===== src/verilog/rom_loader_pkg.sv =====
// ********************
// ROM loader package
// Region bases, SDRAM block offsets and
// the vector types shared by the download path
// ********************

`default_nettype none

package rom_loader_pkg;

    // Download stream and SDRAM programming
    typedef logic [21:0] dl_addr_t;     // Byte address from the loader, word address to SDRAM
    typedef logic [7:0]  dl_data_t;     // One download byte
    typedef logic [1:0]  prog_mask_t;   // Active low, bit 1 is the upper byte

    // PROM banks
    typedef logic [2:0]  prom_sel_t;    // Bank index
    typedef logic [7:0]  prom_addr_t;   // Byte inside a bank
    typedef logic [7:0]  prom_we_t;     // One write pulse per bank

    localparam int PROM_BANKS = 8;

    // Start of each region in the download stream
    localparam dl_addr_t ADPCM_ADDR = 22'h30000;
    localparam dl_addr_t CHAR_ADDR  = 22'h50000;
    localparam dl_addr_t SCRZW_ADDR = 22'h60000;  // Scroll, lower half
    localparam dl_addr_t SCRXY_ADDR = 22'h80000;  // Scroll, upper half
    localparam dl_addr_t OBJWZ_ADDR = 22'hA0000;  // Objects, lower half
    localparam dl_addr_t OBJXY_ADDR = 22'hE0000;  // Objects, upper half
    localparam dl_addr_t MCU_ADDR   = 22'h120000;
    localparam dl_addr_t PROM_ADDR  = 22'h124000;

    // SDRAM placement in 64K word blocks
    localparam logic [5:0] SCR_BASE  = 6'd6;
    localparam logic [5:0] OBJ_BASE  = 6'd8;
    localparam logic [4:0] OBJ_HALF  = 5'd4;     // Blocks per object half
    localparam logic [5:0] MCU_BLOCK = 6'hC;     // Upper field of MCU words

endpackage

`default_nettype wire


===== src/verilog/prom_read_mux.sv =====
// ********************
// PROM read multiplexer
// Picks the addressed bank's byte and registers it
// ********************

`timescale 1ns/1ns
`default_nettype none

module prom_read_mux
    import rom_loader_pkg::*;
(
    input  wire clk,
    input  wire reset,
    input  wire prom_sel_t                   rd_sel,
    input  wire dl_data_t [PROM_BANKS-1:0]  bank_data,
    output dl_data_t                         rd_data
);

    prom_sel_t sel_q;   // Lines up with the bank read register

    always_ff @(posedge clk) begin
        if (reset) begin
            sel_q   <= '0;
            rd_data <= '0;
        end else begin
            sel_q   <= rd_sel;
            rd_data <= bank_data[sel_q];
        end
    end

endmodule

`default_nettype wire


===== config.mk =====
export PLATFORM = sky130hd
export DESIGN_NAME = prom_read_mux
export DESIGN_NICKNAME = d
export VERILOG_FILES = /design/src/verilog/rom_loader_pkg.sv /design/src/verilog/prom_read_mux.sv
export SDC_FILE = /design/constraint.sdc
export NUM_CORES = 1
export LEC_CHECK = 0
export BUFFER_PORTS_ARGS = -buffer_cell sky130_fd_sc_hd__buf_2
export CAP_MARGIN = 10
export CORE_MARGIN = 4
export CORE_UTILIZATION = 32
export CTS_BUF_LIST = sky130_fd_sc_hd__clkbuf_4 sky130_fd_sc_hd__clkbuf_8 sky130_fd_sc_hd__clkbuf_16
export DETAILED_ROUTE_END_ITERATION = 8
export PLACE_DENSITY_LB_ADDON = 0.05
export SLEW_MARGIN = 20
export SYNTH_ARGS = -nofsm -noshare
export SYNTH_HDL_FRONTEND = slang
export SYNTH_SLANG_ARGS = --single-unit
export TNS_END_PERCENT = 1

===== constraint.sdc =====
create_clock -name clk -period 1.4 [get_ports clk]
set_input_delay 0.14 -clock clk [delete_from_list [all_inputs] [get_ports clk]]
set_output_delay 0.14 -clock clk [all_outputs]
set_load 0.005 [all_outputs]

Word level (Yosys, flattened, before mapping)
Index checks and enable logic that the tools add are counted.
{"block": "word_totals", "ff_bits": 11, "out_inout_bits": 8}
{"block": "op_classes", "magnitude_cmp": 1, "muxes": 2}
{"op": "8-bit binary-select mux with 3-bit select", "count": 1}
{"op": "8-bit 2-to-1 mux", "count": 1}
{"op": "3-bit by 4-bit < comparator with 1-bit output (second input constant)", "count": 1}

Depth between registers and ports, before layout
Gate-level depths: netlist of run 1.
{"block": "logic_depth", "word_depth": 2, "ltp_mapped": 5, "depth_no_buf": 3}

Worst setup path after synthesis of run 1
Ideal clock, no wire load.
{"block": "synth_path", "path_kind": "register -> register", "from": "register sel_q[1]", "to": "register rd_data[5]", "setup_ps": 128, "arrival_time_ps": 1221, "required_time_ps": 1272, "slack_ps": 51, "stages_incl_launch_ff": 6, "synth_period_minus_slack_ps": 1349, "path_cell_list": "dfxtp_1 -> buf_6 -> buf_12 -> mux4_2 -> mux2i_1 -> nor2_1"}
{"block": "synth_between", "elab_chain_len": 2}
{"element": "start, declared", "line_no": "prom_read_mux.sv:19", "rtl": "prom_sel_t sel_q;"}
{"element": "start signal, assigned", "line_no": "prom_read_mux.sv:26", "rtl": "sel_q <= rd_sel;"}
{"element": "8-bit binary-select mux with 3-bit select", "line_no": "prom_read_mux.sv:27", "rtl": "rd_data <= bank_data[sel_q];"}
{"element": "8-bit 2-to-1 mux (implied by the code)", "line_no": "prom_read_mux.sv:27"}
{"element": "end signal, assigned", "line_no": "prom_read_mux.sv:27"}
{"element": "end, declared", "line_no": "prom_read_mux.sv:16", "rtl": "output dl_data_t rd_data"}
Every way passes these cells. The select of a mux whose other input is x is not followed.
A chain may end at the register's enable or synchronous reset.

Worst setup path after layout of run 1
{"block": "layout_path", "from": "register sel_q[1]", "to": "register rd_data[3]"}
Same word-level chain as after synthesis.

==> results.yml, run 1 <==
flow_run:
  max_cap_violations: 0
die:
  chipHeight_um: 57.8
  initial_core_util_pct: 34.8
  dieArea_um2: 3340
  core_area_um2: 2280
  row_count: 17
  pin_count: 77
  die_x_um: 57.8
finish:
  seqCellArea_um2: 224
  fillers: 217
  multiInputGateArea_um2: 497
  nets: 200
  post-route-util_pct: 53.9
  area_growth_syn_to_layout_pct: 54.8
  drive_above_1_share_pct: 76.2
  num_antenna_cells: 0
grt:
  antenna_found_initial: 0
  grt_start_max_net_pins: 15
  grt-ovfl-total: 0
  grt_pass1_vias: 869
  grt_use_total_pct: 14.8
  grt_pass1_wl_mm: 3.73
power:
  vdd_drop_max_uv: 468
  p_leak_nw: 0.597
  power_per_cell_area_nw_per_um2: 678
setup_path:
  rr_startpoint: "sel_q[1]"
  end_kind: "flip-flop"
  required_ns: 1.55
  rr_endpoint: "rd_data[3]"
  reg2regPathDepth: 4
  critPathKind: "flip-flop to flip-flop"
  reg2reg_slack_ns: 0.04
  setup.worst_path.end: "rd_data[3]"
  critPathLaunch: "sel_q[1]"
  worstPathArrival_ns: 1.51
  cp_max_fo: 7
  crit_path_start_kind: "flip-flop"
drt:
  drt_wl_total_mm: 2.40
  drt_pass1_iterations: 2
  drtIter0Drc: 5
  ant_nets: 0
  drcViolationCount: 0
  vias: 781
  vias_per_cell: 4.94
  wl_per_cell_um: 15.2
yosys:
  yosysTopAreaCellShare_pct: 27.8
  syn_inst: 52
  syn_area_um2: 792
  ys_types: 11
  synth_nets: 121
  synth_commonest_cells: "dfxtp_1 (11), mux2i_1 (8), mux4_1 (8), mux4_2 (8), nor2_1 (8)"
  synth_area_per_cell_um2: 15.2
  dominantRegCellSynth: "dfxtp_1"
  synthTopCellsByArea: "dfxtp_1 (28%), mux4_1 (27%), mux4_2 (23%), mux2i_1 (10%), nor2_1 (3.8%)"
  synth-seq-cells: 11
  ys_async_sr_fraction_pct: 0
  yosys_warnings: 0
  yosysTopAreaCell: "dfxtp_1"
  synth-edff-count: 0
  yosysMostFrequentCell: "dfxtp_1"
  ys_seq_area_share_pct: 27.8
clock_tree:
  hold_buffers: 0
  cts_setup_buffers: 0
  numCtsBuffers: 3
  clk_pin_slew_ns: 0.07
  htree_levels: 1
  cts_tree: "done"
  root_buffer: "clkbuf_4"
  clock-sinks: 11
  clock_path_buffers: 2
  clk_latency_ns: 0.26
sta:
  max_freq_ghz: 0.736
  maxSlewViolCount: 0
  relSlewSlack_pct: 66.1
  finalClockSkew_ns: 0.00575
  setup_viol: 0
  rsz0062_at_grt: "true"
  finalHoldViolations: 0
  worst_slack_ns: 0.0413
  layout_min_cycle_time_ns: 1.36
  fin_crit_sh_pct: 97.0
  tightest_slew_ns: 0.507
outcome:
  outcome: "complete, no violations"
place:
  place_worst_setup_slack_ns: -0.0675
  gp_congestion: 0.787
  io_buffers: 76
min_path:
  min_path_type: "primary input to flip-flop"
[how the worst min path moves through the flow]
stage / startpoint / end / slack [ns] / cells past startpoint
2_1_floorplan: reset / sel_q[2] / 0.21 / 1
3_3_place_gp: rd_sel[2] / sel_q[2] / 0.35 / 2
3_5_place_dp: rd_sel[2] / sel_q[2] / 0.37 / 2
4_1_cts: rd_sel[2] / sel_q[2] / 0.08 / 2
5_1_grt: rd_sel[1] / sel_q[1] / 0.08 / 2
6_report: rd_sel[2] / sel_q[2] / 0.08 / 2
[registers in the layout (all words and copies together), names as in the netlist]
register,flops
rd_data,8
sel_q,3
[cell usage in the layout, fill, tap and decap left out, drive strengths merged]
master and count:
buf 80, mux4 16, dfxtp 11, mux2i 8, nor2 8, nor2b 3
clkbuf 3, clkinv 1
[where the power goes]
group	internal (W)	switching, W
logic	0.000186	0.0000856
registers	0.000338	0.0000162
clock network	0.000105	0.000100
total	0.000629	0.000202
[kinds of logic after synthesis]
group / count (synthesis) / share of synthesized area (%)
buffers and inverters: 6 / 6.64
muxes: 24 / 59.4
DFF: 11 / 27.8
and+or+nand+nor: 11 / 6.16
[what timing repair did]
item                                   4_1_cts  5_1_grt
setup endpoints to repair                    6        6
gates cloned                                 1        0
resized for setup                            7        2
endpoints found under the hold margin        0        0
[critical path: stages, from the launching register on]
cell,delay (ns)
dfxtp_4,0.39
buf_12,0.14
mux4_2,0.50
mux2i_1,0.15
nor2_1,0.06
[metrics by stage]
stage	cells	TNS [ns]	hold WS [ns]	cell area, um^2	power [W]
finish	158	0	0.0842	1230	0.000832
global route	158	-0.0864	0.0818	1230	0.000891
CTS	158	0	0.0767	1230	0.000847
detailed placement	153	-0.198	0.369	1190	0.000623
global placement	153	-0.103	0.352	1190	0.000620
floorplan	52	0	0.212	792	0.000497
[area by class of cell]
cell class / instances / share of cell area (%)
clock inverters: 1 / 0.408
well taps: 28 / 2.86
flip-flops and latches: 11 / 18.3
multi-input cells: 35 / 40.5
repair buffers: 80 / 36.1
clock buffers: 3 / 1.84
[layer usage]
layer	GRT usage, %	part of all wire, %	up-vias
met2	22.6	45	51
met3	4.90	13	2
met1	18.8	42	362
met4	6.95	0.71	0
li1	-	-	366
met5	0	0	-
(Power assumes the default switching activity.)
==> run 2: changes to the inputs <==
--- a/config.mk
+++ b/config.mk
@@ -7,6 +7,7 @@
 export LEC_CHECK = 0
 export BUFFER_PORTS_ARGS = -buffer_cell sky130_fd_sc_hd__buf_2
 export CAP_MARGIN = 10
+export CORE_ASPECT_RATIO = 0.7
 export CORE_MARGIN = 4
 export CORE_UTILIZATION = 32
 export CTS_BUF_LIST = sky130_fd_sc_hd__clkbuf_4 sky130_fd_sc_hd__clkbuf_8 sky130_fd_sc_hd__clkbuf_16
==> run 2 against run 1 <==
Against the previous run: clock power increased by 13%; largest power group unchanged; critical path type unchanged; register-to-register slack worse by 0.02 ns; flip-flop and latch count stayed put; sequential share of layout area decreased by 0.37 points; count of clock-buffer cells in the layout up 1.
==> results.yml, run 2 (same netlist as run 1, synthesis figures left out) <==
sta:
  maxSlewViolCount: 0
  tightest_slew_ns: 0.479
  max_freq_ghz: 0.723
  layout_min_cycle_time_ns: 1.38
  worst_slack_ns: 0.0164
  hold_ws_ns: 0.0902
  setup_viol: 0
  rsz0062_at_grt: "true"
  finalHoldViolations: 0
  finalClockSkew_ns: 0.00530
  fin_crit_sh_pct: 98.8
  relSlewSlack_pct: 68.0
power:
  power_per_cell_area_nw_per_um2: 679
  comb_power_share_pct: 31.4
  p_sw_share_pct: 23.8
  power_frac_seq_pct: 41.4
  p_leak_nw: 0.621
  total_power_w: 0.000855
  p_switching_w: 0.000204
  intPower_w: 0.000651
  vdd_drop_max_uv: 292
  pwr-share-clk_pct: 27.3
grt:
  grt-ovfl-total: 0
  grt_use_total_pct: 14.1
  grt_pass1_vias: 849
  antenna_found_initial: 0
  grt_pass1_wl_mm: 3.62
  grt_start_max_net_pins: 17
clock_tree:
  clock_path_buffers: 2
  root_buffer: "clkbuf_4"
  clock-sinks: 11
  cts_tree: "done"
  numCtsBuffers: 3
  clk_latency_ns: 0.26
  clk_pin_slew_ns: 0.08
  htree_levels: 1
outcome:
  outcome: "complete, no violations"
die:
  dieArea_um2: 3350
  row_count: 14
  chipHeight_um: 49.6
  die_x_um: 67.5
  core_area_um2: 2240
  initial_core_util_pct: 35.3
  pin_count: 77
drt:
  vias: 765
  drt_pass1_iterations: 4
  drtIter0Drc: 18
  wl_per_cell_um: 14.6
  drcViolationCount: 0
  ant_nets: 0
  vias_per_cell: 4.69
  drt_wl_total_mm: 2.38
place:
  gp_congestion: 0.670
  place_worst_setup_slack_ns: -0.0309
  io_buffers: 76
min_path:
  min_path_type: "primary input to flip-flop"
finish:
  largestRegisters: "rd_data (8), sel_q (3)"
  nets: 201
  area_growth_syn_to_layout_pct: 58.9
  final_common_cell: "buf_2"
  post-route-util_pct: 56.1
  drive_above_1_share_pct: 73.3
  largest_register_ffs: 8
  num_antenna_cells: 0
  final_cell_mix: "buf_2 (76), mux4_2 (9), dfxtp_1 (9)"
  regMostFlops: "rd_data"
setup_path:
  max_stage_delay_ns: 0.55
  critPathKind: "flip-flop to flip-flop"
  cp_slowest_cell: "mux4_1"
  cp_max_fo: 8
  path_cells: "buf_12 > mux4_1 > mux2i_1 > nor2_1"
  required_ns: 1.55
  worstPathArrival_ns: 1.53
  end_kind: "flip-flop"
  crit_path_start_kind: "flip-flop"
flow_run:
  max_cap_violations: 0
==> run 2: cell types whose count changed in the layout (fill, tap and decap cells not counted), sizes merged <==
cell,before,now
clkinv,1,0
clkbuf,3,5
==> run 2: cell type report <==
cell class                      count  area, um^2
Multi-Input combinational cell     35         515
Fill cell                         213         983
Clock buffer                        4        30.0
Sequential cell                    11         225
Timing Repair Buffer               81         448
Tap cell                           32        40.0
==> run 2: final timing paths <==
| kind | from | endpoint | slack [ns] | cells past startpoint |
|---|---|---|---|---|
| min | rd_sel[0] | sel_q[0] | 0.09 | 2 |
| min reg2reg | sel_q[0] | rd_data[0] | 0.74 | 2 |
| max | sel_q[1] | rd_data[1] | 0.02 | 4 |
| max reg2reg | sel_q[1] | rd_data[1] | 0.02 | 4 |
==> run 2: metrics by stage <==
stage | setup TNS [ns] | cell area, um^2 | cells
CTS | -0.0102 | 1230 | 162
finish | 0 | 1260 | 163
floorplan | 0 | 792 | 52
global placement | -0.000613 | 1190 | 157
global route | -0.108 | 1260 | 163
detailed placement | -0.0734 | 1190 | 157
==> run 2: power groups by stage <==
stage | Combinational, W | Sequential [W] | Clock (W)
6_report | 0.000268 | 0.000354 | 0.000233
5_1_grt | 0.000298 | 0.000357 | 0.000267
4_1_cts | 0.000264 | 0.000354 | 0.000244
3_5_place_dp | 0.000262 | 0.000362 | 0
3_3_place_gp | 0.000256 | 0.000361 | 0
2_1_floorplan | 0.000142 | 0.000356 | 0
==> run 2: layer usage <==
metal  wire, um  vias to the layer above  global-route usage, %
li1           -                      373                      -
met1        963                      345                   18.0
met2       1120                       47                   23.3
met3        289                        0                   4.09
met4          0                        0                   3.03
met5          0                        -                      0
==> run 2: critical path, delay by kind of cell, from the launching register on <==
kind | cells | cell delay (ns)
mux | 2 | 0.71
flops | 1 | 0.38
buf+inv | 1 | 0.13
simple gates | 1 | 0.05
==> run 2: repair_timing <==
item,4_1_cts,5_1_grt
endpoints found under the setup margin,6,7
hold buffers,0,0
cloned,0,1
gates resized for setup,1,3
buffers inserted,1,0
