<file path="src/verilog/rom_loader_pkg.sv">
// ********************
// ROM loader package
// Region bases, SDRAM block offsets and
// the vector types shared by the download path
// ********************

`default_nettype none

package rom_loader_pkg;

    // Download stream and SDRAM programming
    typedef logic [21:0] dl_addr_t;     // Byte address from the loader, word address to SDRAM
    typedef logic [7:0]  dl_data_t;     // One download byte
    typedef logic [1:0]  prog_mask_t;   // Active low, bit 1 is the upper byte

    // PROM banks
    typedef logic [2:0]  prom_sel_t;    // Bank index
    typedef logic [7:0]  prom_addr_t;   // Byte inside a bank
    typedef logic [7:0]  prom_we_t;     // One write pulse per bank

    localparam int PROM_BANKS = 8;

    // Start of each region in the download stream
    localparam dl_addr_t ADPCM_ADDR = 22'h30000;
    localparam dl_addr_t CHAR_ADDR  = 22'h50000;
    localparam dl_addr_t SCRZW_ADDR = 22'h60000;  // Scroll, lower half
    localparam dl_addr_t SCRXY_ADDR = 22'h80000;  // Scroll, upper half
    localparam dl_addr_t OBJWZ_ADDR = 22'hA0000;  // Objects, lower half
    localparam dl_addr_t OBJXY_ADDR = 22'hE0000;  // Objects, upper half
    localparam dl_addr_t MCU_ADDR   = 22'h120000;
    localparam dl_addr_t PROM_ADDR  = 22'h124000;

    // SDRAM placement in 64K word blocks
    localparam logic [5:0] SCR_BASE  = 6'd6;
    localparam logic [5:0] OBJ_BASE  = 6'd8;
    localparam logic [4:0] OBJ_HALF  = 5'd4;     // Blocks per object half
    localparam logic [5:0] MCU_BLOCK = 6'hC;     // Upper field of MCU words

endpackage

`default_nettype wire

</file>
<file path="src/verilog/download_mapper.sv">
// ********************
// Download mapper
// Classifies each loader byte by region, remaps it
// to an SDRAM word address with byte mask, and
// turns PROM bytes into one-hot bank write pulses
// ********************

`timescale 1ns/1ns
`default_nettype none

module download_mapper
    import rom_loader_pkg::*;
(
    input  wire        clk,
    input  wire        reset,
    input  wire        downloading,
    input  wire dl_addr_t   ioctl_addr,
    input  wire dl_data_t   ioctl_data,
    input  wire        ioctl_wr,
    input  wire        sdram_clk,
    output dl_addr_t   prog_addr,
    output dl_data_t   prog_data,
    output prog_mask_t prog_mask,
    output logic       prog_we,
    output prom_we_t   prom_we,
    output prom_addr_t prom_wr_addr,
    output dl_data_t   prom_wr_data
);

    // Input stage
    logic     wr_q;
    dl_addr_t addr_q;
    dl_data_t data_q;

    // Decode of the registered address
    logic [5:0]  region;
    logic [3:0]  scr_off;
    logic [3:0]  scr_off_top;
    logic        scr_top;
    logic [4:0]  obj_off;
    logic [4:0]  obj_off_top;
    logic        obj_top;
    logic [15:0] tile_low;
    dl_addr_t    word_addr;
    prog_mask_t  byte_mask;

    dl_addr_t   map_addr;
    prog_mask_t map_mask;
    logic       map_prom;

    // PROM byte waiting for its bank pulse
    logic       prom_pend;
    prom_sel_t  pend_sel;
    prom_addr_t pend_addr;
    dl_data_t   pend_data;

    always_ff @(posedge clk) begin
        if (reset) begin
            wr_q <= 1'b0;
        end else begin
            wr_q <= ioctl_wr;
        end
    end

    always_ff @(posedge clk) begin
        addr_q <= ioctl_addr;
        data_q <= ioctl_data;
    end

    assign region      = addr_q[21:16];
    assign scr_off     = addr_q[19:16] - SCRZW_ADDR[19:16];
    assign scr_off_top = addr_q[19:16] - SCRXY_ADDR[19:16];
    assign scr_top     = scr_off[1];                // Every other pair of blocks
    assign obj_off     = addr_q[20:16] - OBJWZ_ADDR[20:16];
    assign obj_off_top = addr_q[20:16] - OBJXY_ADDR[20:16];
    assign obj_top     = obj_off >= OBJ_HALF;
    assign tile_low    = {addr_q[15:6], addr_q[3:0], addr_q[5:4]};
    assign word_addr   = {1'b0, addr_q[21:1]};
    assign byte_mask   = {~addr_q[0], addr_q[0]};   // Even bytes go to the low half

    always_comb begin
        map_addr = addr_q;
        map_mask = 2'b11;
        map_prom = 1'b0;
        if (region < ADPCM_ADDR[21:16]) begin           // CPU and sound
            map_addr = word_addr;
            map_mask = byte_mask;
        end else if (region < CHAR_ADDR[21:16]) begin   // ADPCM
            map_addr = word_addr;
            map_mask = byte_mask;
        end else if (region < SCRZW_ADDR[21:16]) begin  // Characters
            map_addr = {1'b0, addr_q[21:5], addr_q[2:0], addr_q[4]};
            map_mask = {~addr_q[3], addr_q[3]};
        end else if (region < OBJWZ_ADDR[21:16]) begin  // Scroll
            map_addr = {SCR_BASE + {2'b00, scr_top ? scr_off_top : scr_off}, tile_low};
            map_mask = scr_top ? 2'b01 : 2'b10;
        end else if (region < MCU_ADDR[21:16]) begin    // Objects
            map_addr = {OBJ_BASE + {1'b0, obj_top ? obj_off_top : obj_off}, tile_low};
            map_mask = obj_top ? 2'b01 : 2'b10;
        end else if (addr_q[21:12] < PROM_ADDR[21:12]) begin
            // MCU code sits in its own SDRAM block
            map_addr = {MCU_BLOCK, 3'b000, addr_q[13:1]};
            map_mask = byte_mask;
        end else begin
            map_prom = 1'b1;    // Kept on chip, address passes through
        end
    end

    // SDRAM write level, held until the word is taken
    always_ff @(posedge clk) begin
        if (reset) begin
            prog_we   <= 1'b0;
            prom_pend <= 1'b0;
        end else begin
            prom_pend <= 1'b0;
            if (wr_q) begin
                prog_we   <= ~map_prom;
                prom_pend <= map_prom;
            end else if (!ioctl_wr && (sdram_clk || !downloading)) begin
                prog_we <= 1'b0;
            end
        end
    end

    always_ff @(posedge clk) begin
        if (wr_q) begin
            prog_addr <= map_addr;
            prog_data <= data_q;
            prog_mask <= map_mask;
            if (map_prom) begin
                pend_sel  <= addr_q[10:8];
                pend_addr <= addr_q[7:0];
                pend_data <= data_q;
            end
        end
    end

    // Bank pulse one cycle after the pending flag
    always_ff @(posedge clk) begin
        if (reset) begin
            prom_we <= '0;
        end else if (prom_pend) begin
            prom_we <= prom_we_t'(1) << pend_sel;
        end else begin
            prom_we <= '0;
        end
    end

    always_ff @(posedge clk) begin
        if (prom_pend) begin
            prom_wr_addr <= pend_addr;  // Held steady while the bank writes
            prom_wr_data <= pend_data;
        end
    end

endmodule

`default_nettype wire

</file>
<file path="config.mk">
export PLATFORM = sky130hd
export DESIGN_NAME = download_mapper
export DESIGN_NICKNAME = d
export VERILOG_FILES = /design/src/verilog/rom_loader_pkg.sv /design/src/verilog/download_mapper.sv
export SDC_FILE = /design/constraint.sdc
export NUM_CORES = 1
export LEC_CHECK = 0
export BUFFER_PORTS_ARGS = -buffer_cell sky130_fd_sc_hd__buf_2
export CORE_ASPECT_RATIO = 0.6
export CORE_MARGIN = 5
export CORE_UTILIZATION = 53
export DETAILED_ROUTE_END_ITERATION = 8
export PLACE_DENSITY = 0.88
export REMOVE_ABC_BUFFERS = 1
export SLEW_MARGIN = 30
export SYNTH_ARGS = -nofsm -noshare
export SYNTH_HDL_FRONTEND = slang
export SYNTH_SLANG_ARGS = --single-unit
</file>
<file path="constraint.sdc">
create_clock -name clk -period 3.3 [get_ports clk]
set_input_delay 0.165 -clock clk [delete_from_list [all_inputs] [get_ports clk]]
set_output_delay 0.165 -clock clk [all_outputs]
set_load 0.01 [all_outputs]
</file>
# [Yosys cells after proc, flatten, opt, wreduce, memory -nomap -nowiden]
# Cells that the tools add are included.
[totals] regBits=108 out_inout_bits=57 wordCells=67
[classes] n_addsub=6 magnitude_cmp=7 shifts=1 n_mux=24 n_bitwise=5 n_reduce_logical=9
[ops] operator="2-to-1 mux 22 bit" count=3
[ops] operator="2-to-1 mux 21 bit" count=3
[ops] operator="2-to-1 mux 2 bit" count=8
[ops] operator="< comparator 6 x 3 -> 1 bit (second input constant)" count=2
[ops] operator="< comparator 10 x 9 -> 1 bit (second input constant)" count=1
[ops] operator="subtractor 5 x 4 -> 5 bit (second input constant)" count=2
[ops] operator="2-to-1 mux 1 bit" count=8
[ops] operator="left shift 1 x 3 -> 8 bit (first input constant)" count=1
[ops] operator="adder 4 x 5 -> 6 bit (first input constant)" count=1
[ops] operator="< comparator 6 x 2 -> 1 bit (second input constant)" count=1
[ops] operator="< comparator 6 x 4 -> 1 bit (second input constant)" count=1
[ops] operator="< comparator 6 x 5 -> 1 bit (second input constant)" count=1
[ops] operator="adder 3 x 4 -> 5 bit (first input constant)" count=1
[ops] operator="greater-or-equal comparator 5 x 3 -> 1 bit (second input constant)" count=1
[ops] operator="2-to-1 mux 5 bit" count=1
[ops] operator="inverter 1 bit" count=5
[ops] operator="2-to-1 mux 4 bit" count=1
[ops] operator="OR reduction 2 bit" count=2
[ops] operator="subtractor 4 x 3 -> 4 bit (second input constant)" count=1
[ops] operator="subtractor 4 bit (second input constant)" count=1
[ops] operator="OR reduction 3 bit" count=1
[ops] operator="zero test 1 bit" count=2
[ops] operator="AND reduction 2 bit" count=1
[ops] operator="nonzero test 2 bit" count=1
[ops] operator="other kinds (2)" count=2

# [Longest topological paths before layout]
[logic_depth] depth_word=9 ltp_mapped=11

# [Worst setup path before layout]
# OpenSTA, ideal clock, no wires.
[synth_timing] kind="flip-flop to flip-flop" startpoint="register addr_q[17]" endpoint="register prog_addr[20] (data pin)" t_arrival_ps=2188 setup_slack_ps=851 path_stages_with_launch=11 path_buffers=1 path_cell_list="dfxtp_1 > clkbuf_1 > inv_1 > ha_1 > nor2b_1 > o21ai_0 > o21ai_0 > o21ai_0 > ha_1 > o21ai_0 > a21oi_1"
[synth_between] elab_chain_len=9 word_cells_on_any_way=21 cone_classes="add/sub: 6; order compare: 7; mux: 8"
[synth_lines] item="start, declared" line="download_mapper.sv:32" source="dl_addr_t addr_q;"
[synth_lines] item="start signal, assigned" line="download_mapper.sv:66" source="addr_q <= ioctl_addr;"
[synth_lines] item="subtractor 5 x 4 -> 5 bit" line="download_mapper.sv:74" source="assign obj_off = addr_q[20:16] - OBJWZ_ADDR[20:16];"
[synth_lines] item="greater-or-equal comparator 5 x 3 -> 1 bit" line="download_mapper.sv:76" source="assign obj_top = obj_off >= OBJ_HALF;"
[synth_lines] item="2-to-1 mux 5 bit" line="download_mapper.sv:98" source="map_addr = {OBJ_BASE + {1'b0, obj_top ? obj_off_top : obj_off}, tile_low};"
[synth_lines] item="adder 4 x 5 -> 6 bit" line="download_mapper.sv:98"
[synth_lines] item="2-to-1 mux 22 bit" line="download_mapper.sv:97" source="end else if (region < MCU_ADDR[21:16]) begin"
[synth_lines] item="2-to-1 mux 22 bit" line="download_mapper.sv:94" source="end else if (region < OBJWZ_ADDR[21:16]) begin"
[synth_lines] item="2-to-1 mux 21 bit" line="download_mapper.sv:91" source="end else if (region < SCRZW_ADDR[21:16]) begin"
[synth_lines] item="2-to-1 mux 21 bit" line="download_mapper.sv:88" source="end else if (region < CHAR_ADDR[21:16]) begin"
[synth_lines] item="2-to-1 mux 21 bit (*)" line="download_mapper.sv:85" source="if (region < ADPCM_ADDR[21:16]) begin"
[synth_lines] item="named net map_addr[20]" line="download_mapper.sv:47" source="dl_addr_t map_addr;"
[synth_lines] item="end signal, assigned" line="download_mapper.sv:127" source="prog_addr <= map_addr;"
[synth_lines] item="end, declared" line="download_mapper.sv:21" source="output dl_addr_t prog_addr,"
# The timed path passes the listed nets; every way through them passes the cells marked *.
# A chain may end at the register's enable or synchronous reset.

# [Worst setup path in the final report]
[layout_timing] startpoint="register addr_q[20]" endpoint="register prog_addr[20] (data pin)"
# Same word-level chain as after synthesis.

==> impl_metrics.xml <==
<?xml version="1.0" encoding="UTF-8"?>
<metrics>
  <group name="synthesis">
    <metric name="synth_enable_flop_cells" unit="">67</metric>
    <metric name="yosys.area_share.adder" unit="%">1.29</metric>
    <metric name="synth_sequential_area_ratio" unit="%">72.8</metric>
    <metric name="synthesis.instances" unit="">268</metric>
    <metric name="synthesized_flop_and_latch_total" unit="">108</metric>
    <metric name="post_synth_num_cell_types" unit="">54</metric>
    <metric name="synth_top_family_by_area" unit="">compound AO/OA/AOI/OAI gates</metric>
    <metric name="postSynth.topFlopCell" unit="">sky130_fd_sc_hd__edfxtp_1</metric>
    <metric name="ys_warn_count" unit="">0</metric>
    <metric name="post_synth.cell_area_avg" unit="um^2">14.5</metric>
    <metric name="synth-compound-area-share" unit="%">10.6</metric>
    <metric name="yosys.area_share.xor_xnor" unit="%">0.450</metric>
    <metric name="post_synth_and_or_nand_nor_area_fraction" unit="%">9.59</metric>
    <metric name="synth_mux_area_share" unit="%">3.25</metric>
    <metric name="synth.cell_area" unit="mm^2">0.00389</metric>
    <metric name="synth-async-reset-ratio" unit="%">0</metric>
  </group>
  <group name="floorplanning">
    <metric name="core_area" unit="mm^2">0.00721</metric>
    <metric name="placementRows" unit="">24</metric>
    <metric name="chipHeight" unit="um">76.4</metric>
    <metric name="fp.dieArea" unit="mm^2">0.00921</metric>
    <metric name="fp.dieW" unit="um">121</metric>
    <metric name="start_util" unit="%">54.0</metric>
    <metric name="ioPinCount" unit="">92</metric>
  </group>
  <group name="critical_path">
    <metric name="worstPathMaxFanout" unit="">20</metric>
    <metric name="critical_path_buf_inv_count" unit="">0</metric>
    <metric name="path_class" unit="">reg2reg</metric>
    <metric name="r2r_setup_slack" unit="ps">950</metric>
    <metric name="cp_top_family" unit="">compound AO/OA/AOI/OAI gates</metric>
    <metric name="timing.critical_path.arrival" unit="ps">2450</metric>
    <metric name="r2r-end" unit="">prog_addr[20]</metric>
    <metric name="cp_capture_type" unit="">register</metric>
    <metric name="timing.critical_path.slowest_cell_delay" unit="ps">760</metric>
    <metric name="r2r.worst_path.cells" unit="">7</metric>
    <metric name="cp-endpoint" unit="">prog_addr[20]</metric>
    <metric name="timing.critical_path.slowest_stage_cell" unit="">sky130_fd_sc_hd__dfxtp_1</metric>
    <metric name="crit_required" unit="ps">3410</metric>
    <metric name="critical_path_cell_count" unit="">7</metric>
    <metric name="setup.worst_path.start_class" unit="">register</metric>
    <metric name="worst_reg2reg_startpoint" unit="">addr_q[20]</metric>
    <metric name="critPathLaunch" unit="">addr_q[20]</metric>
    <metric name="worstPathCellList" unit="">o21ai_0, a32oi_1, nor2_1, nor2_1, ha_1, o21ai_0, a21oi_1</metric>
  </group>
  <group name="global_routing">
    <metric name="global_route.peak_usage_layer" unit="">met2</metric>
    <metric name="use_met1" unit="%">26.5</metric>
    <metric name="globalRouteMet3Util" unit="%">8.09</metric>
    <metric name="globalRoute.totalOverflow" unit="">0</metric>
    <metric name="grt_antenna_before_repair" unit="">0</metric>
    <metric name="grt_max_degree" unit="">34</metric>
    <metric name="global_route.usage.met2" unit="%">29.5</metric>
    <metric name="grt.total_usage" unit="%">19.8</metric>
    <metric name="grt_pass1_vias" unit="">2578</metric>
    <metric name="first_pass_grt_wire_length" unit="mm">13.8</metric>
  </group>
  <group name="sta">
    <metric name="final_worst_hold_slack" unit="ps">15.6</metric>
    <metric name="drv_slew" unit="">0</metric>
    <metric name="tns" unit="ps">0</metric>
    <metric name="fin_worst_skew" unit="ps">11.0</metric>
    <metric name="finalWorstPathRequiredPeriod" unit="ps">2350</metric>
    <metric name="maxSlewHeadroom" unit="%">44.2</metric>
    <metric name="fmax" unit="MHz">426</metric>
    <metric name="hold_viol_final" unit="">0</metric>
    <metric name="setup_violations" unit="">0</metric>
    <metric name="fin_crit_sh" unit="%">71.1</metric>
    <metric name="worst_pin_slew" unit="ps">835</metric>
    <metric name="grt_setup_unrepaired" unit="">false</metric>
  </group>
  <group name="layout">
    <metric name="drive_gt1_share" unit="%">32.3</metric>
    <metric name="number_of_antenna_diodes" unit="">0</metric>
    <metric name="layout.cell_area.non_filler" unit="mm^2">0.00508</metric>
    <metric name="fillers" unit="">486</metric>
    <metric name="syn_to_final_growth" unit="%">30.6</metric>
    <metric name="finish.utilization" unit="%">70.5</metric>
    <metric name="num-nets-final" unit="">434</metric>
  </group>
  <group name="power_and_ir_drop">
    <metric name="pwr-share-seq" unit="%">52.6</metric>
    <metric name="p_per_area" unit="mW/mm^2">584</metric>
    <metric name="netSwitchingFraction" unit="%">21.3</metric>
    <metric name="power.share.clock" unit="%">39.4</metric>
    <metric name="comb_power_share" unit="%">8.0</metric>
    <metric name="power.ir.vdd_worst" unit="mV">0.366</metric>
    <metric name="p_leak" unit="nW">2.07</metric>
    <metric name="power_internal" unit="mW">2.33</metric>
    <metric name="switchingPower" unit="mW">0.633</metric>
  </group>
  <group name="cts">
    <metric name="worstSkewPairLatency" unit="ps">350</metric>
    <metric name="post_cts_buffers" unit="">0</metric>
    <metric name="tritoncts" unit="">built</metric>
    <metric name="clock-sinks" unit="">108</metric>
    <metric name="root_buffer" unit="">sky130_fd_sc_hd__clkbuf_16</metric>
    <metric name="numCtsBuffers" unit="">9</metric>
    <metric name="clock_transition_at_the_registers_of_the_reported_paths" unit="ps">70</metric>
    <metric name="htreeDepth" unit="">3</metric>
    <metric name="clock_buffer_depth" unit="">2</metric>
  </group>
  <group name="worst_hold_path">
    <metric name="min_path_type" unit="">in2reg</metric>
    <metric name="worst_hold_path_startpoint" unit="">reset</metric>
  </group>
  <group name="route">
    <metric name="via_count" unit="">2608</metric>
    <metric name="vias_per_cell" unit="">5.31</metric>
    <metric name="routedWlPerCell" unit="um">17.7</metric>
    <metric name="firstDrtPassIters" unit="">5</metric>
    <metric name="postRouteWirelength" unit="mm">8.69</metric>
    <metric name="antenna_nets_post_route" unit="">0</metric>
    <metric name="route.detailed.drc" unit="">0</metric>
    <metric name="detail_route.iter0.violations" unit="">223</metric>
  </group>
  <group name="status">
    <metric name="status" unit="">completed</metric>
  </group>
  <group name="place">
    <metric name="gp_routability_congestion" unit="">0.825</metric>
    <metric name="detailed_place.area" unit="mm^2">0.00444</metric>
    <metric name="detailed_place_hpwl" unit="mm">5.91</metric>
    <metric name="io_buffers" unit="">91</metric>
  </group>
  <group name="run">
    <metric name="drv.max_cap_violation_count" unit="">0</metric>
  </group>
</metrics>
-- metal layers --
metal | up-vias | wire length (um)
met5 | - | 0
met4 | 0 | 102
met3 | 7 | 838
met2 | 139 | 3830
met1 | 1218 | 3920
li1 | 1244 | -
-- metrics by stage --
stage               cells  setup WS, ps  power [mW]
floorplan             259           890        1.70
global placement      445           991        1.79
detailed placement    445           974        1.80
CTS                   491           924        2.97
global route          491           635        3.08
finish                491           954        2.97
-- flip-flops by register name, indices dropped and copies added (netlist names) --
register      flops
data_q            8
prog_addr        22
pend_addr         8
wr_q              1
prom_pend         1
prog_mask         2
addr_q           22
pend_data         8
pend_sel          3
prom_we           8
prom_wr_data      8
prom_wr_addr      8
prog_we           1
prog_data         8
-- synth_stat cells, drive strengths merged, types with 2 or more instances --
library cell,number,share of area [%]
edfxtp,67,52
dfxtp,41,21
nand2,26,2.8
o21ai,20,3.0
nor2,18,1.8
a21oi,11,1.5
buf,8,1.2
mux2,8,3.0
inv,7,0.68
nor2b,6,0.97
a22o,5,1.1
nor3,5,0.64
ha,4,1.3
nand2b,4,0.64
a221o,3,0.77
nand3b,3,0.90
o21a,3,0.58
a2111oi,2,0.93
a21o,2,0.39
o22ai,2,0.32
or3,2,0.45
-- area by class of cell --
cell class              instances  area [um^2]  area share, %
flip-flops and latches        108         2830           55.8
multi-input cells             144          981           19.3
inverters                       7         26.3          0.517
clock buffers                  13          293           5.76
clock inverters                 3         47.5          0.936
repair buffers                125          786           15.5
well taps                      91          114           2.24
-- repair_timing --
action                                 4_1_cts  5_1_grt
endpoints found under the hold margin       30        0
hold buffers                                30        0
gates resized for setup                      0        0
-- placed cells by master (no fill, tap or decap), drive strengths merged, types with 2 or more instances in the layout --
| cell type | Yosys | routed |
|---|---|---|
| a21o | 2 | 2 |
| nand2b | 4 | 4 |
| nand2 | 26 | 26 |
| o22ai | 2 | 2 |
| a22o | 5 | 5 |
| nor2b | 6 | 6 |
| ha | 4 | 4 |
| dfxtp | 41 | 41 |
| clkbuf | 1 | 13 |
| nand3b | 3 | 3 |
| mux2 | 8 | 8 |
| or3 | 2 | 2 |
| o21ai | 20 | 20 |
| a221o | 3 | 3 |
| o21a | 3 | 3 |
| nor3 | 5 | 5 |
| edfxtp | 67 | 67 |
| a21oi | 11 | 11 |
| nor2 | 18 | 18 |
| dlygate4sd3 | 0 | 30 |
| inv | 7 | 8 |
| buf | 8 | 95 |
| a2111oi | 2 | 2 |
-- power by group through the flow --
stage | logic (mW) | clock network [mW] | registers [mW]
after floorplan | 0.0964 | 0 | 1.60
after global placement | 0.205 | 0 | 1.59
after detailed placement | 0.208 | 0 | 1.59
after CTS | 0.237 | 1.18 | 1.56
after global routing | 0.261 | 1.25 | 1.57
final | 0.238 | 1.17 | 1.56
-- cells by family (layout without fill, tap and decap cells) --
group,Yosys count,count (layout)
DFF,108,108
and+or+nand+nor,71,71
AOI/OAI and AO/OA,58,58
buffers and inverters,16,148
muxes,9,9
adders and majority gates,4,4
xor gates and xnor gates,2,2
-- worst min path at each step --
stage,end,slack (ps),depth (start not counted)
final,prog_we,20,2
after global routing,prog_we,7,2
after CTS,prog_we,7,2
after detailed placement,addr_q[6],270,1
after global placement,addr_q[1],270,1
after floorplan,addr_q[0],190,0
(Power assumes the default switching activity.)
